## src/verilog/mem_pkg.sv

```systemverilog
`default_nettype none

// memory side of the front end: byte addresses, cache lines and the L1I request
package mem_pkg;

  localparam int ADDR_WIDTH = 64;

  // byte address, used for the fetch PC and for line addresses
  typedef logic [ADDR_WIDTH-1:0] addr_t;

  // line geometry
  localparam int LINE_BYTES  = 64;
  localparam int OFFSET_BITS = $clog2(LINE_BYTES);  // byte offset inside a line
  localparam int LINE_WIDTH  = LINE_BYTES * 8;

  // one cache line, byte 0 sits in bits [7:0]
  typedef logic [LINE_WIDTH-1:0] cacheline_t;

  // request strobe towards the L1I
  typedef struct packed {
    logic  valid;  // one-cycle pulse
    addr_t addr;   // line address, offset bits are zero
  } l1i_req_t;

  // clears the byte offset of an address
  function automatic addr_t line_addr(input addr_t byte_addr);
    addr_t result;
    result = {byte_addr[ADDR_WIDTH-1:OFFSET_BITS], {OFFSET_BITS{1'b0}}};
    return result;
  endfunction

  // byte offset of an address inside its line
  function automatic logic [OFFSET_BITS-1:0] line_offset(input addr_t byte_addr);
    logic [OFFSET_BITS-1:0] result;
    result = byte_addr[OFFSET_BITS-1:0];
    return result;
  endfunction

endpackage

`default_nettype wire
```

## src/verilog/l0_icache.sv

```systemverilog
`timescale 1ns/100ps
`default_nettype none

module l0_icache #(
  parameter int L0_ENTRIES = 8
) (
  input  logic                clk_in,
  input  logic                rst_N_in,
  input  logic                flush_in,
  input  mem_pkg::addr_t      pc,
  input  logic                pc_valid,
  input  logic                l1i_valid,      // one-cycle response pulse
  input  mem_pkg::cacheline_t l1i_cacheline,
  output mem_pkg::cacheline_t l0_line,
  output logic                l0_valid,       // hit for pc this cycle
  output mem_pkg::l1i_req_t   l1i_req,
  output logic                miss_pending    // pc cannot be served this cycle
);
  import mem_pkg::*;

  localparam int INDEX_BITS = $clog2(L0_ENTRIES);
  localparam int TAG_BITS   = ADDR_WIDTH - OFFSET_BITS - INDEX_BITS;

  typedef logic [INDEX_BITS-1:0] index_t;
  typedef logic [TAG_BITS-1:0]   tag_t;

  tag_t                  tag_q  [L0_ENTRIES];
  cacheline_t            line_q [L0_ENTRIES];
  logic [L0_ENTRIES-1:0] valid_q;

  index_t pc_index;
  tag_t   pc_tag;
  index_t fill_index;
  tag_t   fill_tag;

  logic  req_valid_q;
  addr_t req_addr_q;  // line of the outstanding miss, kept across a flush
  logic  pend_q;      // one miss outstanding at the L1I
  logic  stale_q;     // outstanding miss was issued before a flush
  logic  issue;
  logic  accept_fill;
  logic  fill_now;

  if (L0_ENTRIES < 2 || (L0_ENTRIES & (L0_ENTRIES - 1)) != 0) begin : g_entries_check
    $error("l0_icache: L0_ENTRIES must be a power of two and at least 2");
  end

  // direct mapped, index right above the line offset
  assign pc_index   = pc[OFFSET_BITS +: INDEX_BITS];
  assign pc_tag     = pc[ADDR_WIDTH-1 -: TAG_BITS];
  assign fill_index = req_addr_q[OFFSET_BITS +: INDEX_BITS];
  assign fill_tag   = req_addr_q[ADDR_WIDTH-1 -: TAG_BITS];

  assign l0_line  = line_q[pc_index];
  assign l0_valid = pc_valid & valid_q[pc_index] & (tag_q[pc_index] == pc_tag);

  assign accept_fill = l1i_valid & pend_q;
  assign fill_now    = accept_fill & ~stale_q;  // response is for the pc being fetched

  // a second miss waits until the first response is back
  assign issue        = pc_valid & ~l0_valid & ~pend_q;
  assign miss_pending = pc_valid & ~l0_valid & ~fill_now;

  assign l1i_req = '{valid: req_valid_q, addr: req_addr_q};

  always_ff @(posedge clk_in) begin
    if (rst_N_in) begin
      valid_q     <= '0;
      req_valid_q <= 1'b0;
      pend_q      <= 1'b0;
      stale_q     <= 1'b0;
    end else begin
      req_valid_q <= issue;  // single-cycle strobe
      pend_q      <= issue | (pend_q & ~l1i_valid);
      // a flush marks the outstanding miss, its response only fills the array
      stale_q     <= flush_in ? (pend_q & ~l1i_valid) : (stale_q & ~l1i_valid);
      if (accept_fill) begin
        valid_q[fill_index] <= 1'b1;
      end
    end
  end

  always_ff @(posedge clk_in) begin
    if (issue) begin
      req_addr_q <= line_addr(pc);
    end
    if (accept_fill) begin
      tag_q[fill_index]  <= fill_tag;
      line_q[fill_index] <= l1i_cacheline;
    end
  end

endmodule

`default_nettype wire

```

## config.mk

```make
export PLATFORM = sky130hd
export DESIGN_NAME = l0_icache
export DESIGN_NICKNAME = d
export VERILOG_FILES = /design/src/verilog/mem_pkg.sv /design/src/verilog/l0_icache.sv
export SDC_FILE = /design/constraint.sdc
export NUM_CORES = 2
export LEC_CHECK = 0
export ABC_AREA = 1
export BUFFER_PORTS_ARGS = -buffer_cell sky130_fd_sc_hd__clkbuf_2
export CORE_MARGIN = 4
export CORE_UTILIZATION = 60
export DETAILED_ROUTE_END_ITERATION = 8
export GPL_TIMING_DRIVEN = 1
export PLACE_DENSITY_LB_ADDON = 0.12
export RECOVER_POWER = 25
export REMOVE_ABC_BUFFERS = 1
export SYNTH_ARGS = -nofsm -noshare
export SYNTH_HDL_FRONTEND = slang
export SYNTH_MEMORY_MAX_BITS = 65536
export SYNTH_SLANG_ARGS = --single-unit
```

## constraint.sdc

```tcl
create_clock -name clk_in -period 32.2 [get_ports clk_in]
set_clock_uncertainty 0.2 [all_clocks]
set_input_delay 1.61 -clock clk_in [delete_from_list [all_inputs] [get_ports clk_in]]
set_output_delay 1.61 -clock clk_in [all_outputs]
set_load 0.1 [all_outputs]
```

==> metrics <==
status=complete, no violations; WL/cell=24.2 um; CTS hold repair buffers=0; Layout Nets=15200; Die Span X=554 um; Max-Cap Viols=0; row cnt=200; Residual DRC=0; Slew Limit Fails=0; Tot Pwr=13.0 mW; register area share after synthesis=77.4%; CTS Sinks=4605; crit end category=output pin; most used cell, CP=buf_4; post-synthesis adder-cell area fraction=0%; Power Density=64.3 mW/mm^2; Least-Margin Pin Slew=1.33 ns; fillers=20400; final hold vios=0; CP bufs+invs=7; worst hold path type=reg -> reg; largest net degree at the start of global routing=251; Max VDD drop=0.0548 mV; fmax=0.104 GHz; WL final=461000 um; Critical-path top delay cell=buf_4; Netlist cell types=26; Compound-Gate Fraction of Synth Area=9.41%; mux cell area share after synthesis=0%; relative slew slack=11.4%; I/O Buffers=1147; clk_lat worst skew=0.96 ns; Initial DRT Pass Iterations=5; GP Congestion=0.866; antenna violations before repair=194; setup violators final=0; Detailed Route Iter0 Violations=13300; post-route setup TNS=0 ns; warnings from Yosys=0; DR vias=114000; layout cells sized above 1=10.7%; Cells after Synth=13700; num ports=1160; WP data required=30.39 ns; largest stage delay on the critical path=0.90 ns; critical path class=in -> out; crit-path cells=buf_12 > buf_4 > buf_4 > buf_4 > buf_4 > buf_4 > o21ai_0 > o22ai_1 > nor2_1 > a31oi_1 > clkbuf_2; dpl hpwl=255000 um; first-pass GRT wire length=676000 um; Post-Syn Area=0.179 sq mm; setup bufs post-CTS=0; min Tclk post-route=9.63 ns; Root Buffer Master=clkbuf_16; vias in the first global route=109000; final critical-path share of the clock period=29.9%; ANT nets after route=0; FF+latch count, synth=4605; DIE AREA=0.306 sq mm; Post-Synth XOR/XNOR Area=0%; Clk pin slew, worst setup/hold paths=0.06 ns; total gr overflow=0; core area=0.297 sq mm; RSZ-0062 raised after global routing=no; Die H=554 um; Static Leak=68.1 nW; Syn Area/Cell=13.0 sq um; Arr. time, crit path=7.82 ns; Simple-Gate Fraction of Synth Area=10.4%; gr usage total=29.1%; largest delay contributor family on the critical path=buffers and inverters; Area Growth Syn to Fin=12.8%; largest family of logic cells by synthesized area=simple AND/OR/NAND/NOR gates; Starting Density=60.2%; Vias per Instance=5.98; Critical Path Start Type=primary input; CTS resizes=0; H-tree depth=5; TritonCTS buffer count=452; CTS tree=done; worst-case clock buffer depth=4; Max FO, Critical Path=92
==> cell usage after synthesis <==
| master | count | area, sq um |
|---|---|---|
| a211oi_1 | 1 | 7.51 |
| nand2_1 | 738 | 2770 |
| a21oi_1 | 1 | 5.00 |
| nand3b_1 | 36 | 270 |
| buf_1 | 80 | 300 |
| o211ai_1 | 1 | 7.51 |
| o2111ai_1 | 1 | 8.76 |
| inv_1 | 345 | 1290 |
| conb_1 | 1 | 3.75 |
| buf_4 | 14 | 105 |
| nor2_1 | 3760 | 14100 |
| a31oi_1 | 512 | 3200 |
| o22ai_1 | 512 | 3200 |
| nand3_1 | 249 | 1250 |
| buf_2 | 280 | 1400 |
| dfxtp_1 | 11 | 220 |
| o21ai_0 | 2065 | 10300 |
| o21ai_1 | 4 | 20.0 |
| nor3_1 | 6 | 30.0 |
| edfxtp_1 | 4594 | 138000 |
| nor3b_1 | 1 | 7.51 |
| a221oi_1 | 1 | 8.76 |
| nor4_1 | 4 | 25.0 |
| inv_2 | 2 | 7.51 |
| nand4_1 | 10 | 62.6 |
| clkbuf_1 | 516 | 1940 |
==> cells by family (layout without fill, tap and decap cells) <==
family | count (synthesis) | in the layout
DFF | 4605 | 4605
AOI/OAI and AO/OA | 3098 | 3098
buffers and inverters | 1237 | 2490
other | 1 | 129
and+or+nand+nor | 4804 | 4804
==> flip-flops by register name, summed over array words and instances, names as in the netlist <==
name and count:
stale_q 1, req_valid_q 1, pend_q 1, tag_q 440
valid_q 8, line_q 4096, req_addr_q 58
==> worst paths after layout <==
kind / startpoint / cells past startpoint / slack, ns / end
worst max-delay path: pc[6] / 11 / 22.57 / l0_line[164]
worst min-delay path: valid_q[6] / 2 / 0.28 / valid_q[6]
worst max register to register: pend_q / 7 / 27.32 / line_q[6][115]
worst min register to register: valid_q[6] / 2 / 0.28 / valid_q[6]
==> cell usage in the layout (no fill, tap or decap), types with 3 or more instances in the layout <==
cell type / instances
a31oi_1: 512
buf_12: 29
buf_4: 141
bufinv_16: 33
clkbuf_1: 436
clkbuf_16: 454
clkbuf_2: 801
clkbuf_8: 4
clkinv_1: 120
clkinv_16: 12
clkinv_2: 85
clkinv_4: 3
clkinv_8: 3
clkinvlp_4: 10
conb_1: 6
dfxtp_1: 11
diode_2: 123
edfxtp_1: 4594
inv_1: 344
inv_16: 7
inv_6: 4
inv_8: 3
nand2_1: 738
nand3_1: 249
nand3b_1: 36
nand4_1: 10
nor2_1: 3751
nor2_4: 9
nor3_1: 6
nor4_1: 4
o21ai_0: 2065
o21ai_1: 4
o22ai_1: 512
==> worst register-to-register path: cells and delay by family, from the launching register on <==
family	cells	cell delay (ns)
buffers and inverters	4	2.76
DFF	1	0.44
and+or+nand+nor	3	0.96
==> final cells by class <==
cell class              instances  area, sq um  share of cell area, %
repair buffers               1315         6950                   3.45
clock buffers                 551        11800                   5.84
clock inverters               277         2550                   1.27
inverters                     347         1330                  0.658
well taps                    3939         4930                   2.45
flip-flops and latches       4605       138000                   68.6
multi-input cells            7908        35400                   17.6
diodes                        123          308                  0.153
==> metrics by stage <==
step	util (%)	std cells	hold slack (ns)	instance area, sq um	setup WS (ns)
after floorplan	-	12900	0.235	175000	5.14
after global placement	63.1	18100	0.249	187000	22.83
after detailed placement	63.1	18100	0.261	187000	22.69
after CTS	68.0	18900	0.277	202000	22.70
after global routing	67.9	19000	0.318	201000	22.31
final	67.9	19100	0.278	201000	22.57
==> routing by layer <==
layer	wire length, um	track usage [%]
met3	50500	8.78
met2	213000	45.0
met5	679	0
met4	21000	13.1
met1	175000	38.6
==> power by group <==
part / internal, mW / switching [mW] / total [mW]
Sequential: 6.66 / 0.0228 / 6.68
Combinational: 0.201 / 1.00 / 1.20
Clock: 2.87 / 2.20 / 5.07
Note: power is estimated with default switching activity, not from simulation.
