==> src/verilog/mem_pkg.sv <==
`default_nettype none

// memory side of the front end: byte addresses, cache lines and the L1I request
package mem_pkg;

  localparam int ADDR_WIDTH = 64;

  // byte address, used for the fetch PC and for line addresses
  typedef logic [ADDR_WIDTH-1:0] addr_t;

  // line geometry
  localparam int LINE_BYTES  = 64;
  localparam int OFFSET_BITS = $clog2(LINE_BYTES);  // byte offset inside a line
  localparam int LINE_WIDTH  = LINE_BYTES * 8;

  // one cache line, byte 0 sits in bits [7:0]
  typedef logic [LINE_WIDTH-1:0] cacheline_t;

  // request strobe towards the L1I
  typedef struct packed {
    logic  valid;  // one-cycle pulse
    addr_t addr;   // line address, offset bits are zero
  } l1i_req_t;

  // clears the byte offset of an address
  function automatic addr_t line_addr(input addr_t byte_addr);
    addr_t result;
    result = {byte_addr[ADDR_WIDTH-1:OFFSET_BITS], {OFFSET_BITS{1'b0}}};
    return result;
  endfunction

  // byte offset of an address inside its line
  function automatic logic [OFFSET_BITS-1:0] line_offset(input addr_t byte_addr);
    logic [OFFSET_BITS-1:0] result;
    result = byte_addr[OFFSET_BITS-1:0];
    return result;
  endfunction

endpackage

`default_nettype wire
==> src/verilog/op_pkg.sv <==
`default_nettype none

// instruction side of the front end: instruction words and the decode bundle
package op_pkg;

  localparam int INSTRUCTION_WIDTH = 32;
  localparam int INSTR_BYTES       = INSTRUCTION_WIDTH / 8;
  localparam int INSTR_ALIGN_BITS  = $clog2(INSTR_BYTES);  // low PC bits inside a word

  // number of slots handed to decode per cycle
  localparam int SUPER_SCALAR_WIDTH_DEFAULT = 4;

  // one fixed-width instruction
  typedef logic [INSTRUCTION_WIDTH-1:0] instr_t;

  // filler for slots that fall past the end of the line
  localparam instr_t NOP_INSTR = 32'hD503201F;

  // what fetch hands to decode
  // slot 0 holds the word at pc, slot i the word at pc + 4*i
  typedef struct packed {
    mem_pkg::addr_t pc;
    instr_t [0:SUPER_SCALAR_WIDTH_DEFAULT-1] slots;
  } fetch_bundle_t;

endpackage

`default_nettype wire

==> src/verilog/fetch.sv <==
`timescale 1ns/100ps
`default_nettype none

module fetch #(
  parameter int SUPER_SCALAR_WIDTH = op_pkg::SUPER_SCALAR_WIDTH_DEFAULT
) (
  input  logic                  clk_in,
  input  logic                  rst_N_in,
  input  logic                  flush_in,
  input  mem_pkg::addr_t        pc,
  input  logic                  pc_valid,
  input  mem_pkg::cacheline_t   l0_line,
  input  logic                  l0_valid,
  input  mem_pkg::cacheline_t   l1i_cacheline,
  input  logic                  l1i_valid,
  input  logic                  decode_ready,  // level, decode takes the bundle
  output op_pkg::fetch_bundle_t bundle,
  output logic                  fetch_valid,
  output logic                  fetch_ready
);
  import op_pkg::*;
  import mem_pkg::*;

  instr_t l0_instrs  [SUPER_SCALAR_WIDTH];
  instr_t l1i_instrs [SUPER_SCALAR_WIDTH];

  logic l1i_waiting;       // a miss for this stream is at the L1I
  logic l1i_waiting_next;
  logic discard_l1i;       // next response belongs to a flushed path
  logic discard_l1i_next;
  logic use_l1i;
  logic served;            // a bundle for pc is built this cycle

  fetch_bundle_t next_bundle;
  fetch_bundle_t skid_bundle;
  logic          skid_valid;

  // the bundle struct is sized by the package default
  if (SUPER_SCALAR_WIDTH != SUPER_SCALAR_WIDTH_DEFAULT) begin : g_width_check
    $error("fetch: SUPER_SCALAR_WIDTH must equal op_pkg::SUPER_SCALAR_WIDTH_DEFAULT");
  end

  align_instructions #(
    .SUPER_SCALAR_WIDTH(SUPER_SCALAR_WIDTH)
  ) l0_align (
    .offset   (line_offset(pc)),
    .cacheline(l0_line),
    .instr_out(l0_instrs)
  );

  align_instructions #(
    .SUPER_SCALAR_WIDTH(SUPER_SCALAR_WIDTH)
  ) l1i_align (
    .offset   (line_offset(pc)),
    .cacheline(l1i_cacheline),
    .instr_out(l1i_instrs)
  );

  // mirrors the miss tracking in the L0 so both agree on a stale response
  assign use_l1i          = pc_valid & l1i_valid & l1i_waiting & ~discard_l1i;
  assign served           = pc_valid & (l0_valid | use_l1i);
  assign l1i_waiting_next = (pc_valid & ~l0_valid & ~l1i_waiting) | (l1i_waiting & ~l1i_valid);
  assign discard_l1i_next = flush_in ? (l1i_waiting & ~l1i_valid) : (discard_l1i & ~l1i_valid);

  // returning line wins over the L0 copy
  always_comb begin
    next_bundle.pc = pc;
    for (int i = 0; i < SUPER_SCALAR_WIDTH; i++) begin
      next_bundle.slots[i] = use_l1i ? l1i_instrs[i] : l0_instrs[i];
    end
  end

  always_ff @(posedge clk_in) begin
    if (rst_N_in) begin
      fetch_valid <= 1'b0;
      fetch_ready <= 1'b0;
      skid_valid  <= 1'b0;
      l1i_waiting <= 1'b0;
      discard_l1i <= 1'b0;
    end else begin
      fetch_ready <= decode_ready;  // pc_gen sees back-pressure one cycle late
      l1i_waiting <= l1i_waiting_next;
      discard_l1i <= discard_l1i_next;
      if (flush_in) begin
        fetch_valid <= 1'b0;
      end else if (decode_ready) begin
        fetch_valid <= skid_valid | served;
      end
      // skid catches the pc issued in the cycle decode_ready dropped
      if (flush_in || decode_ready) begin
        skid_valid <= 1'b0;
      end else if (served) begin
        skid_valid <= 1'b1;
      end
    end
  end

  always_ff @(posedge clk_in) begin
    if (flush_in) begin
      bundle <= '0;
    end else if (decode_ready) begin
      bundle <= skid_valid ? skid_bundle : next_bundle;
    end
    if (!decode_ready && served) begin
      skid_bundle <= next_bundle;
    end
  end

endmodule

`default_nettype wire

==> src/verilog/align_instructions.sv <==
`timescale 1ns/100ps
`default_nettype none

module align_instructions #(
  parameter int SUPER_SCALAR_WIDTH = op_pkg::SUPER_SCALAR_WIDTH_DEFAULT
) (
  input  logic [mem_pkg::OFFSET_BITS-1:0] offset,     // byte offset of the first slot
  input  mem_pkg::cacheline_t             cacheline,
  output op_pkg::instr_t                  instr_out [SUPER_SCALAR_WIDTH]
);
  import op_pkg::*;
  import mem_pkg::*;

  localparam int LINE_WORDS    = LINE_BYTES / INSTR_BYTES;
  localparam int WORD_SEL_BITS = OFFSET_BITS - INSTR_ALIGN_BITS;

  // one extra bit to see a slot run past the line end
  typedef logic [WORD_SEL_BITS:0] word_idx_t;

  logic [WORD_SEL_BITS-1:0] first_word;

  assign first_word = offset[OFFSET_BITS-1:INSTR_ALIGN_BITS];  // word index, not byte

  for (genvar i = 0; i < SUPER_SCALAR_WIDTH; i++) begin : g_slot
    word_idx_t word_idx;
    logic      in_line;

    assign word_idx     = word_idx_t'(first_word) + word_idx_t'(i);
    assign in_line      = word_idx < word_idx_t'(LINE_WORDS);
    assign instr_out[i] = in_line ?
        cacheline[word_idx[WORD_SEL_BITS-1:0] * INSTRUCTION_WIDTH +: INSTRUCTION_WIDTH] :
        NOP_INSTR;
  end

endmodule

`default_nettype wire

==> config.mk <==
export PLATFORM = sky130hd
export DESIGN_NAME = fetch
export DESIGN_NICKNAME = d
export VERILOG_FILES = /design/src/verilog/mem_pkg.sv /design/src/verilog/op_pkg.sv /design/src/verilog/fetch.sv /design/src/verilog/align_instructions.sv
export SDC_FILE = /design/constraint.sdc
export NUM_CORES = 2
export LEC_CHECK = 0
export BUFFER_PORTS_ARGS = -buffer_cell sky130_fd_sc_hd__buf_2
export CAP_MARGIN = 10
export CORE_AREA = 2 2 500 502
export CTS_BUF_LIST = sky130_fd_sc_hd__clkbuf_8
export DETAILED_ROUTE_END_ITERATION = 7
export DIE_AREA = 0 0 502 504
export PLACE_DENSITY = 0.36
export SLEW_MARGIN = 25
export SYNTH_ARGS = -nofsm -noshare
export SYNTH_HDL_FRONTEND = slang
export SYNTH_HIERARCHICAL = 1
export SYNTH_SLANG_ARGS = --single-unit
==> constraint.sdc <==
create_clock -name clk_in -period 14.3 [get_ports clk_in]
set_input_delay 0 -clock clk_in [delete_from_list [all_inputs] [get_ports clk_in]]
set_output_delay 0 -clock clk_in [all_outputs]
set_load 0.005 [all_outputs]
==> metrics.md <==
| Metric | Value |
|---|---|
| Run status | `finished, final reports clean` |
| Iter 0 DRT Violations | `5633` |
| RSZ-0062 raised after global routing | `no` |
| Post-route ant nets | `0` |
| Syn_nets | `5650` |
| Largest net degree at the start of global routing | `215` |
| Top FF cell, synth | `dfxtp_1` |
| Drt first pass iters | `8` |
| Register area share after synthesis | `18.9%` |
| Total vias in the final route | `52.5k` |
| Met2 wire len | `170000 µm` |
| Starting Density | `20.8%` |
| Post-synth EDFFs | `192` |
| Cell Int Power | `3.05 mW` |
| Root buf cell | `clkbuf_8` |
| Final setup fails | `0` |
| Share of layout cells above drive strength 1 | `45.8%` |
| Clock power frac | `24.6%` |
| Max-cap viol count | `0` |
| Met1 Wirelength | `139000 µm` |
| Wire per inst | `38.9 µm` |
| Final WL | `362000 µm` |
| Worst hold margin | `0.0732 ns` |
| Filler cells | `26.4k` |
| CTS tree | `built` |
| Fmax | `145 MHz` |
| Req. time, crit path | `14.97 ns` |
| Minimum clock period | `6.90 ns` |
| Grt ovf | `0` |
| Sw frac | `42.0%` |
| Final HPWL DP | `286000 µm` |
| Number of global-route vias before repair | `49.8k` |
| VDD IR max | `0.0631 mV` |
| Pwr dens | `80.7 mW/mm²` |
| Critical path launch point type | `input pin` |
| First-pass GRT wire length | `476000 µm` |
| Worst-path clk slew | `0.06 ns` |
| Slew margin rel. | `13.4%` |
| Drt drc | `0` |
| PortBufs | `1288` |
| Skew final | `0.0218 ns` |
| Worst Path Arrival | `7.56 ns` |
| Cell variety after synth | `65` |
| Clock Latency Late Sink | `0.80 ns` |
| TritonCTS Buffers | `85` |
| Via-to-Cell Ratio | `5.64` |
| Core Footprint | `0.248 mm²` |
| Post-synth ARST share | `0%` |
| Met3 wire len | `35400 µm` |
| Avg Cell Area, Syn | `11.3 µm²` |
| TNS Setup | `0 ns` |
| Post-CTS sizing | `0` |
| Longest Clk Path Bufs | `3` |
| Switching power | `2.21 mW` |
| Die Span Y | `504 µm` |
| Mapped Cells | `4547` |
| Die Area | `0.253 mm²` |
| Nets@finish | `6851` |
| H-tree Lvls | `3` |
| WS Path Type | `input pin to register` |
| HP Class | `input pin to register` |
| Syn. warnings | `6` |
| Leakage | `24.9 nW` |
| Combinational power share | `50.5%` |
| Worst Tran Pin Value | `1.29 ns` |
| I/O Pins | `1289` |
| Overall power | `5.27 mW` |
| Synthesis-stage register bit count | `389` |
| CTS Sinks | `389` |
| Area grow syn2layout | `27.0%` |
| Worst setup EP type | `register` |
| Fin crit share | `48.2%` |
| Max Slew Vio Count | `0` |
| Sequential group share of total power | `24.9%` |
| DR top layer | `met5` |
| GR Util All Layers | `27.5%` |
| Initial antenna violation count | `328` |
| Gp weighted congestion | `0.939` |
| Crit path max fanout | `109` |
| Mapped Area | `0.0514 mm²` |
| Die Wd | `502 µm` |
| Row count | `183` |
| Hold Vio Cnt, Final | `0` |
## worst max-delay path, cell delays in order
cell and delay (ns):
dlygate4sd3_1 0.58, buf_12 0.31, buf_12 0.43, buf_12 0.56, buf_4 0.75, buf_4 0.83
buf_6 0.69, mux4_2 0.40, dlygate4sd3_1 0.56, mux2i_1 0.14, dlygate4sd3_1 0.59, o22ai_1 0.09
dlygate4sd3_1 0.61, mux2_4 0.27, a221o_1 0.31
## cell usage in the layout (no fill, tap or decap), types with 15 or more instances in the layout
cell,instances
and2_1,56
o21ai_0,26
inv_1,39
dlygate4sd3_1,211
nor2b_1,149
and3_1,64
a32oi_1,52
dfxtp_1,196
a21oi_1,91
o22ai_1,53
buf_2,1282
diode_2,153
nor3_1,51
nand3b_1,50
a221o_1,128
nand2_1,540
nand4_1,51
clkbuf_8,101
mux4_2,834
buf_4,159
a211oi_1,138
mux2i_1,450
o211ai_1,24
nand3_1,136
or2_1,15
mux2_2,55
nor2_1,74
edfxtp_1,192
o41ai_2,15
mux2_4,120
a31oi_1,24
a22o_1,19
nor3b_1,229
a22oi_1,28
## per-layer routing
metal | vias up | track usage [%]
met2 | 3258 | 44.5
met1 | 27100 | 33.3
met5 | - | 0
li1 | 21300 | -
met4 | 156 | 12.1
met3 | 700 | 8.73
## area by class of cell
type	instances	area (µm²)	share of cell area, %
diodes	153	383	0.587
flip-flops and latches	389	9710	14.9
inverters	7	26.3	0.0403
multi-input cells	3598	39200	60.2
clock inverters	58	339	0.520
repair buffers	1667	9980	15.3
clock buffers	101	1390	2.13
well taps	3330	4170	6.39
## power groups by stage
| stage | clock network, mW | registers, mW | logic, mW |
|---|---|---|---|
| finish | 1.30 | 1.31 | 2.66 |
| global route | 1.40 | 1.32 | 2.78 |
| CTS | 1.36 | 1.31 | 2.67 |
| detailed placement | 0 | 1.34 | 2.60 |
| global placement | 0 | 1.34 | 2.59 |
| floorplan | 0 | 1.32 | 1.37 |
## path summary, 6_finish.rpt
check	end	depth (start not counted)	start	slack, ns
worst max-delay path	bundle[71]	15	pc[2]	7.40
worst min-delay path	skid_bundle[84]	5	l0_line[20]	0.07
worst min register to register	bundle[171]	2	bundle[171]	0.48
worst max register to register	bundle[51]	4	skid_valid	10.89
## cells by family after synthesis
| group | Yosys count | synth area share, % |
|---|---|---|
| muxes | 1460 | 50.1 |
| AOI/OAI and AO/OA | 674 | 10.1 |
| buffers and inverters | 560 | 5.59 |
| xor gates and xnor gates | 14 | 0.304 |
| and+or+nand+nor | 1442 | 14.8 |
| DFF | 389 | 18.9 |
| adders and majority gates | 8 | 0.195 |
## synth_stat cells (all sizes together), types with 8 or more instances
library cell	number	area [µm²]
nand3	136	681
mux2i	451	4510
a22oi	28	210
nand2	540	2030
mux4	834	18800
nor3	51	255
and3	64	400
o41ai	19	241
nor3b	231	1740
edfxtp	192	5770
clkbuf	213	801
a21oi	101	517
nor2b	151	945
o21ai	35	175
o211ai	24	180
nand3b	50	375
and2	61	382
or2	18	113
a311oi	8	70.1
a32oi	52	455
a32o	8	80.1
o22ai	54	338
ha	8	100
a22o	19	166
a31oi	25	156
a31o	11	96.3
mux2	175	2420
nand4	51	319
a221o	128	1280
buf	340	2050
dfxtp	197	3940
a211oi	139	1040
nor2	80	300
o2111ai	8	70.1
## flip-flops by register name (all words and copies together) (netlist names)
register	flops
discard_l1i	1
skid_valid	1
fetch_valid	1
skid_bundle	192
bundle	192
fetch_ready	1
l1i_waiting	1
## metrics by stage
step,cells,util [%],setup slack (ns),area (µm²)
final,9303,26.4,7.40,65200
after global routing,9245,26.3,6.89,65100
after CTS,9150,26.2,7.22,64800
after detailed placement,8780,24.6,8.00,61000
after global placement,8775,24.6,8.08,60900
after floorplan,4547,-,4.89,51400
## timing repair
item / in CTS / in global routing
hold endpoints to repair: 218 / 0
setup buffers: 0 / 0
hold buffers: 211 / 0
Note: power is estimated with default switching activity, not from simulation.
