**src/verilog/mem_pkg.sv**
```systemverilog
`default_nettype none

// memory side of the front end: byte addresses, cache lines and the L1I request
package mem_pkg;

  localparam int ADDR_WIDTH = 64;

  // byte address, used for the fetch PC and for line addresses
  typedef logic [ADDR_WIDTH-1:0] addr_t;

  // line geometry
  localparam int LINE_BYTES  = 64;
  localparam int OFFSET_BITS = $clog2(LINE_BYTES);  // byte offset inside a line
  localparam int LINE_WIDTH  = LINE_BYTES * 8;

  // one cache line, byte 0 sits in bits [7:0]
  typedef logic [LINE_WIDTH-1:0] cacheline_t;

  // request strobe towards the L1I
  typedef struct packed {
    logic  valid;  // one-cycle pulse
    addr_t addr;   // line address, offset bits are zero
  } l1i_req_t;

  // clears the byte offset of an address
  function automatic addr_t line_addr(input addr_t byte_addr);
    addr_t result;
    result = {byte_addr[ADDR_WIDTH-1:OFFSET_BITS], {OFFSET_BITS{1'b0}}};
    return result;
  endfunction

  // byte offset of an address inside its line
  function automatic logic [OFFSET_BITS-1:0] line_offset(input addr_t byte_addr);
    logic [OFFSET_BITS-1:0] result;
    result = byte_addr[OFFSET_BITS-1:0];
    return result;
  endfunction

endpackage

`default_nettype wire
```
**src/verilog/op_pkg.sv**
```systemverilog
`default_nettype none

// instruction side of the front end: instruction words and the decode bundle
package op_pkg;

  localparam int INSTRUCTION_WIDTH = 32;
  localparam int INSTR_BYTES       = INSTRUCTION_WIDTH / 8;
  localparam int INSTR_ALIGN_BITS  = $clog2(INSTR_BYTES);  // low PC bits inside a word

  // number of slots handed to decode per cycle
  localparam int SUPER_SCALAR_WIDTH_DEFAULT = 4;

  // one fixed-width instruction
  typedef logic [INSTRUCTION_WIDTH-1:0] instr_t;

  // filler for slots that fall past the end of the line
  localparam instr_t NOP_INSTR = 32'hD503201F;

  // what fetch hands to decode
  // slot 0 holds the word at pc, slot i the word at pc + 4*i
  typedef struct packed {
    mem_pkg::addr_t pc;
    instr_t [0:SUPER_SCALAR_WIDTH_DEFAULT-1] slots;
  } fetch_bundle_t;

endpackage

`default_nettype wire

```
**src/verilog/pc_gen.sv**
```systemverilog
`timescale 1ns/100ps
`default_nettype none

module pc_gen #(
  parameter int SUPER_SCALAR_WIDTH = op_pkg::SUPER_SCALAR_WIDTH_DEFAULT
) (
  input  logic           clk_in,
  input  logic           rst_N_in,
  input  logic           flush_in,     // redirect from the back end
  input  mem_pkg::addr_t redirect_pc,
  input  logic           fetch_ready,
  input  logic           miss_pending,  // current pc waits on the L1I
  output mem_pkg::addr_t pc,
  output logic           pc_valid
);
  import op_pkg::*;
  import mem_pkg::*;

  localparam int LINE_WORDS = LINE_BYTES / INSTR_BYTES;
  localparam int CNT_BITS   = OFFSET_BITS - INSTR_ALIGN_BITS + 1;

  // counts instruction words, wide enough to hold LINE_WORDS
  typedef logic [CNT_BITS-1:0] count_t;

  addr_t  pc_q;
  logic   valid_q;
  count_t words_left;  // words from pc to the end of its line
  count_t slots;       // slots of this bundle that lie inside the line
  addr_t  step;
  logic   advance;

  assign words_left = count_t'(LINE_WORDS) - count_t'(pc_q[OFFSET_BITS-1:INSTR_ALIGN_BITS]);
  assign slots      = (words_left < count_t'(SUPER_SCALAR_WIDTH)) ?
                      words_left : count_t'(SUPER_SCALAR_WIDTH);
  assign step       = addr_t'(slots) << INSTR_ALIGN_BITS;

  // nothing goes out while fetch is back-pressured or in the flush cycle
  assign pc       = pc_q;
  assign pc_valid = valid_q & fetch_ready & ~flush_in;
  assign advance  = pc_valid & ~miss_pending;  // fetch took this pc

  always_ff @(posedge clk_in) begin
    if (rst_N_in) begin
      pc_q    <= '0;
      valid_q <= 1'b0;
    end else if (flush_in) begin
      pc_q    <= redirect_pc;  // issued the next cycle
      valid_q <= 1'b1;
    end else begin
      valid_q <= 1'b1;
      if (advance) begin
        pc_q <= pc_q + step;
      end
    end
  end

endmodule

`default_nettype wire

```
**config.mk**
```make
export PLATFORM = sky130hd
export DESIGN_NAME = pc_gen
export DESIGN_NICKNAME = d
export VERILOG_FILES = /design/src/verilog/mem_pkg.sv /design/src/verilog/op_pkg.sv /design/src/verilog/pc_gen.sv
export SDC_FILE = /design/constraint.sdc
export NUM_CORES = 1
export LEC_CHECK = 0
export ABC_AREA = 1
export ABC_CLOCK_PERIOD_IN_PS = 3010
export BUFFER_PORTS_ARGS = -buffer_cell sky130_fd_sc_hd__buf_2
export CAP_MARGIN = 30
export CORE_AREA = 5 5 125 127
export DETAILED_ROUTE_END_ITERATION = 7
export DIE_AREA = 0 0 130 132
export PLACE_DENSITY_LB_ADDON = 0.2
export RECOVER_POWER = 25
export SYNTH_ARGS = -nofsm -noshare
export SYNTH_HDL_FRONTEND = slang
export SYNTH_SLANG_ARGS = --single-unit
```
**constraint.sdc**
```tcl
create_clock -name clk_in -period 3.01 [get_ports clk_in]
set_clock_uncertainty 0.2 [all_clocks]
set_input_delay 0.903 -clock clk_in [delete_from_list [all_inputs] [get_ports clk_in]]
set_output_delay 0.903 -clock clk_in [all_outputs]
set_load 0.01 [all_outputs]
```
==> impl_results.md, run 1 <==
* Synth Cell Area at 0.00537 sq mm
* Pleak at 2.69 nW
* Family with the most delay on the worst path: simple AND/OR/NAND/NOR gates
* Boundary pin count at 134
* Final RePlAce weighted congestion at 0.946
* Htree depth at 3
* Via-to-Cell Ratio at 5.17
* Layout cell share with drive strength beyond 1 at 0.160
* Synth area leaders: dfxtp_1 24%, nand2_1 17%, nor2_1 11%
* Top_reg_cell synth: dfxtp_1
* Max Slew Vio Count at 0
* Period utilization at 0.907
* P&R area growth vs syn at 20.1%
* Pin count of the biggest net entering global routing at 112
* DRC marker count from the first detailed-route iteration at 503
* Req. time, crit path at 3010 ps
* Worst-Margin Slew at 686 ps
* Status: completed
* Critical path, cell by cell: inv_1 -> ha_1 -> inv_1 -> nand2_1 -> nand2_2 -> nand3_4 -> nor2_2 -> nand2_2 -> nand3_4 -> nand2_1 -> nand2_1 -> buf_4 -> nand2_1 -> nand2_1 -> nand3_1 -> o211ai_1 -> a21oi_1
* CTS clk-pin slew, worst paths at 60 ps
* CTS sink cnt at 65
* Worst vdd ir at 0.236 mV
* Hpwl dp at 15.7 mm
* Number of buffers and inverters on the critical path at 3
* Setup bufs post-CTS at 0
* Share of the synthesized area in the top cell type at 0.242
* CP Class: reg2reg
* Hold Path Origin: pc[63]
* Diode count at 0
* Crit path DAT at 2730 ps
* Most common cell in the synthesized netlist: nand2_1
* Routed vias at 6453
* CTS tree: yes
* Hold endpoint: pc[63]
* Vias in the first global route at 5952
* Hold WC Path Type: reg2reg
* First-pass GRT wire length at 31.7 mm
* Leading area contributor after synthesis: dfxtp_1
* Layout Cell Area excl Fill at 0.00646 sq mm
* CP dominant cell by count: nand2_1
* GRT Util Overall at 0.235
* Layout Nets at 1130
* Worst setup path startpoint: pc[3]
* Number of fill cells in the layout at 1652
* Core box area at 0.0143 sq mm
* Fraction of registers with async set/reset at 0
* Yosys warning count at 0
* TritonCTS Buffers at 9
* R2R cell count at 17
* Die Height at 132 um
* EDFF count, synth at 0
* Area post-placement at 0.00622 sq mm
* Slack of the worst reg-to-reg path at 280 ps
* Max Cap Viol at 0
* TritonRoute pass-1 iters at 6
* CP Launch Type: register
* Post-Route WL at 20.3 mm
* Tmin final at 2730 ps
* Distinct cells, synth at 43
* Pwr Total at 2.50 mW
* Worst r2r src: pc[3]
* Gr ovfl total at 0
* Die area at 0.0172 sq mm
* Mean Syn Cell Area at 5.73 sq um
* # rows at 44
* Die width at 130 um
* Nature of the critical path endpoint: register
* PwrDens at 387 mW/mm^2
* Sequential area share after synthesis at 0.242
* Initial antenna violation count at 0
* Syn nets at 1010
* # hold bufs at CTS at 0
* Hold path cells at 2
* Worst flop-to-flop path endpoint: pc[25]
* Max Clock Freq at 0.366 GHz
* Post-DRT Antenna Nets at 0
* CP peak stage delay at 410 ps
* Clock latency on the worst-skew pair at 350 ps
* Post-Syn Instances at 938
* Slowest cell on crit path: dfxtp_1
* CP max FO at 8
* Yosys reg bits at 65
* Setup Total Neg Slack at 0 ps
* Initial Util at 0.375
* Post-synth top cells: 243 x nand2_1, 160 x nor2_1, 99 x inv_1, 91 x nand3_1, 65 x dfxtp_1
* DRC Markers at 0
* Endpoints failing setup at 0
* Port bufs at 133
* Maximum clock path buffer count at 2
* Slew margin rel. at 0.543
* Routed WL per cell at 16.3 um
* CTS resizes at 0
* Fin. Hold Viols at 0
* RSZ-0062 raised after global routing: false
* Clk root buf: clkbuf_16
## worst register-to-register path: stages, from the launching register on
cell and delay [ps]:
dfxtp_1 410, inv_1 60, ha_1 220, inv_1 80, nand2_1 60, nand2_2 100
nand3_4 100, nor2_2 110, nand2_2 80, nand3_4 110, nand2_1 60, nand2_1 380
buf_4 230, nand2_1 50, nand2_1 50, nand3_1 80, o211ai_1 110, a21oi_1 80
## cell type report
| cell class | instances | area [sq um] | share of cell area |
|---|---|---|---|
| Inverter | 103 | 388 | 0.0601 |
| Clock buffer | 13 | 260 | 0.0403 |
| Multi-Input combinational cell | 735 | 3540 | 0.548 |
| Clock inverter | 3 | 15.0 | 0.00233 |
| Sequential cell | 65 | 1300 | 0.202 |
| Tap cell | 184 | 230 | 0.0357 |
| Timing Repair Buffer | 144 | 722 | 0.112 |
## through the flow
step / util / setup slack, ps / hold WS (ps) / instances
finish: 0.451 / 281 / 313 / 1247
global route: 0.451 / 18.9 / 326 / 1247
CTS: 0.454 / 308 / 312 / 1247
detailed placement: 0.435 / 323 / 302 / 1231
global placement: 0.435 / 368 / 286 / 1231
floorplan: - / 394 / 314 / 938
## routing by layer
| metal | global-route usage | part of all wire | vias up |
|---|---|---|---|
| met4 | 0.0670 | 0.018 | 0 |
| met2 | 0.378 | 0.47 | 199 |
| met5 | 0 | 0 | - |
| met1 | 0.317 | 0.45 | 2937 |
| li1 | - | - | 3290 |
| met3 | 0.0498 | 0.064 | 27 |
## power breakdown
group / switching, mW / total, mW / internal, mW
combinational: 0.291 / 0.475 / 0.184
clock: 0.401 / 0.999 / 0.598
sequential: 0.104 / 1.03 / 0.922
total: 0.796 / 2.50 / 1.70
## state kept, by name, summed over array words and instances, names as in the netlist
register / cells
pc: 64
valid_q: 1
## logic make-up (layout without fill, tap and decap cells)
logic type,Yosys count,after routing,share of synthesized area
flip-flops,65,65,0.242
adder cells (fa/ha/maj),3,3,0.00699
other,1,1,0.000698
buffers and inverters,138,263,0.0992
XOR/XNOR,9,9,0.0147
AO/OA/AOI/OAI,117,117,0.122
AND/OR/NAND/NOR,605,605,0.514
## worst max-delay path by stage
stage                           to  slack (ps)  cells past startpoint
after floorplan           pc_valid         390                      3
after global placement      pc[25]         370                     17
after detailed placement    pc[14]         320                     17
after CTS                   pc[26]         310                     16
after global routing        pc[54]          20                     19
final                       pc[25]         280                     17
## cell usage in the layout, fill, tap and decap left out, types with 3 or more instances in the layout
cell / synthesis / layout
a21oi_2: 4 / 4
dfxtp_1: 65 / 65
nand3_1: 91 / 91
nor2_1: 160 / 160
nand3b_1: 10 / 10
or2_2: 4 / 4
clkinv_2: 0 / 3
o211ai_1: 11 / 11
buf_4: 1 / 9
o21ai_0: 32 / 32
nor3_1: 21 / 21
inv_1: 99 / 98
ha_1: 3 / 3
xor2_1: 8 / 8
a21oi_1: 63 / 63
inv_2: 3 / 4
buf_2: 3 / 105
nor4_1: 8 / 8
clkbuf_1: 28 / 31
nand2_1: 243 / 243
nor2_2: 4 / 4
nor3_2: 3 / 3
nand2_2: 11 / 11
nand3_4: 3 / 3
nand4_1: 33 / 33
or2_1: 4 / 4
clkbuf_16: 0 / 9
No activity file was read; power rests on OpenSTA's default activity.
==> inputs of run 2 (changes only) <==
--- a/config.mk
+++ b/config.mk
@@ -6,7 +6,7 @@
 export NUM_CORES = 1
 export LEC_CHECK = 0
 export ABC_AREA = 1
-export ABC_CLOCK_PERIOD_IN_PS = 3010
+export ABC_CLOCK_PERIOD_IN_PS = 3200
 export BUFFER_PORTS_ARGS = -buffer_cell sky130_fd_sc_hd__buf_2
 export CAP_MARGIN = 30
 export CORE_AREA = 5 5 125 127
==> constraint.sdc (replaced) <==
create_clock -name clk_in -period 3.2 [get_ports clk_in]
set_clock_uncertainty 0.2 [all_clocks]
set_input_delay 0.96 -clock clk_in [delete_from_list [all_inputs] [get_ports clk_in]]
set_output_delay 0.96 -clock clk_in [all_outputs]
set_load 0.01 [all_outputs]
==> impl_results.md, run 2 (synthesis results as in run 1) <==
* Uppermost layer routed: met4 (unchanged)
* First-pass GRT wire length at 31.3 mm (was 31.7 mm)
* Levels on crit path at 6 (was 17)
* DRC marker count from the first detailed-route iteration at 603 (was 503)
* Tmin final at 2810 ps
* CP peak stage delay at 1040 ps (was 410 ps)
* Register area at 0.00130 sq mm (unchanged)
* RSZ-0062 raised after global routing: false (unchanged)
* Worst r2r src: pc[2] (was pc[3])
* Final RePlAce weighted congestion at 0.936 (was 0.946)
* Final Util at 0.453 (was 0.451)
* Req. time, crit path at 3220 ps (was 3010 ps)
* GRT Util Overall at 0.231 (was 0.235)
* Layout Cell Area excl Fill at 0.00649 sq mm (was 0.00646 sq mm)
* Gr ovfl total at 0 (unchanged)
* Hpwl dp at 16.0 mm (was 15.7 mm)
* Worst setup path startpoint: flush_in (was pc[3])
* Setup crit end: pc[11] (was pc[25])
* CP Launch Type: input port (was register)
* Period utilization at 0.878
* Setup Total Neg Slack at 0 ps (unchanged)
* CP max FO at 32 (was 8)
* Number of fill cells in the layout at 1583 (was 1652)
* Most common cell after layout, fill and taps aside: nand2_1 (unchanged)
* Routed WL per cell at 16.2 um (was 16.3 um)
* Post-Route WL at 20.2 mm (was 20.3 mm)
* Critical path, cell by cell: clkbuf_1 -> clkinvlp_2 -> clkbuf_1 -> o21ai_0 -> o21ai_0 -> a21oi_1 (was inv_1 -> ha_1 -> inv_1 -> nand2_1 -> nand2_2 -> nand3_4 -> nor2_2 -> nand2_2 -> nand3_4 -> nand2_1 -> nand2_1 -> buf_4 -> nand2_1 -> nand2_1 -> nand3_1 -> o211ai_1 -> a21oi_1)
* Non-Filler Instances at 1247 (unchanged)
* CTS sink cnt at 65 (unchanged)
* Vias in the first global route at 5890 (was 5952)
* Initial antenna violation count at 0 (unchanged)
* Die area at 0.0172 sq mm (unchanged)
* DRC Markers at 0 (unchanged)
* # hold bufs at CTS at 0 (unchanged)
* Endpoints failing setup at 0 (unchanged)
* Slew margin rel. at 0.0721 (was 0.543)
* CTS tree: yes (unchanged)
* Pleak at 2.70 nW (was 2.69 nW)
* TritonRoute pass-1 iters at 6 (unchanged)
* Max Clock Freq at 0.356 GHz
* Nature of the critical path endpoint: register (unchanged)
* Maximum clock path buffer count at 2 (unchanged)
* TritonCTS Buffers at 9 (unchanged)
* Post-DRT Antenna Nets at 0 (unchanged)
* Slack of the worst reg-to-reg path at 490 ps (was 280 ps)
* Htree depth at 3 (unchanged)
* Hold Path Origin: pc[63] (unchanged)
* Family with the most delay on the worst path: buffers and inverters (was simple AND/OR/NAND/NOR gates)
* CTS clk-pin slew, worst paths at 60 ps (about the same)
* Routed vias at 6480 (was 6453)
* Slowest cell on crit path: clkbuf_1 (was dfxtp_1)
* Setup bufs post-CTS at 0 (unchanged)
* Worst-Margin Slew at 1390 ps (was 686 ps)
* P&R area growth vs syn at 20.8% (was 20.1%)
* R2R cell count at 17 (unchanged)
* WL met1 at 8.91 mm (was 9.04 mm)
* Area post-placement at 0.00622 sq mm (unchanged)
* Hold WC Path Type: reg2reg (unchanged)
* Via-to-Cell Ratio at 5.20 (was 5.17)
* Boundary pin count at 134 (unchanged)
* DP Cell Count at 1231 (unchanged)
* Met2 wire length at 9.31 mm (was 9.57 mm)
* CTS resizes at 0 (unchanged)
* Fin. Hold Viols at 0 (unchanged)
* Port bufs at 133 (unchanged)
* CP Class: in2reg (was reg2reg)
* Layout Nets at 1130 (unchanged)
* Met3 WL at 1.46 mm (was 1.30 mm)
* Worst vdd ir at 0.226 mV (was 0.236 mV)
* Initial Util at 0.375 (unchanged)
* Number of buffers and inverters on the critical path at 3 (unchanged)
* Most frequent cells in the layout: 244 x nand2_1, 160 x nor2_1, 105 x buf_2 (was 243 x nand2_1, 160 x nor2_1, 105 x buf_2)
* # rows at 44 (unchanged)
* Max Cap Viol at 0 (unchanged)
* Clk root buf: clkbuf_16 (unchanged)
* Min Hold Slack at 300 ps (was 313 ps)
* Layout cell share with drive strength beyond 1 at 0.160 (unchanged)
* Clock latency on the worst-skew pair at 340 ps (was 350 ps)
* Core box area at 0.0143 sq mm (unchanged)
* Die width at 130 um (unchanged)
* Footprint of the multi-input gates at 0.00354 sq mm (about the same)
* Worst flop-to-flop path endpoint: pc[14] (was pc[25])
* Pin count of the biggest net entering global routing at 80 (was 112)
* Crit path DAT at 2830 ps (was 2730 ps)
* Max Slew Vio Count at 0 (unchanged)
* Status: completed (unchanged)
* Max reg flops at 64 (unchanged)
* Die Height at 132 um (unchanged)
* PwrDens at 381 mW/mm^2 (was 387 mW/mm^2)
* Diode count at 0 (unchanged)
-- run 2: cell type report --
| type | count | area share |
|---|---|---|
| Sequential cell | 65 | 0.201 |
| Tap cell | 184 | 0.0355 |
| Inverter | 103 | 0.0598 |
| Clock buffer | 10 | 0.0353 |
| Clock inverter | 6 | 0.0127 |
| Timing Repair Buffer | 144 | 0.111 |
| Multi-Input combinational cell | 735 | 0.545 |
-- run 2: how the worst min path moves through the flow --
stage,end,slack (ps),cells past startpoint
6_report,pc[63],300,2
3_5_place_dp,pc[63],290,2
5_1_grt,pc[63],330,2
2_1_floorplan,pc[63],310,2
4_1_cts,pc[63],300,2
3_3_place_gp,pc[63],290,2
-- run 2: tightest hold or removal path: stages, from the launching register on --
cell and delay, ps:
dfxtp_1 330, nand2_1 70, a21oi_1 50
-- run 2: where the power goes --
part	switching [mW]	leakage (nW)	internal, mW
Sequential	0.102	0.536	0.867
Combinational	0.269	2.01	0.172
Clock	0.387	0.152	0.678
Total	0.758	2.70	1.72
-- run 2: metal layers --
| layer | track usage | vias up |
|---|---|---|
| met1 | 0.309 | 2902 |
| met4 | 0.0687 | 0 |
| met2 | 0.369 | 243 |
| li1 | - | 3308 |
| met5 | 0 | - |
| met3 | 0.0563 | 27 |
-- run 2: metrics by stage --
stage               worst slack [ps]  total power [mW]
floorplan                        470              1.24
global placement                 575              1.43
detailed placement               521              1.43
CTS                              510              2.50
global route                     222              2.60
finish                           390              2.47
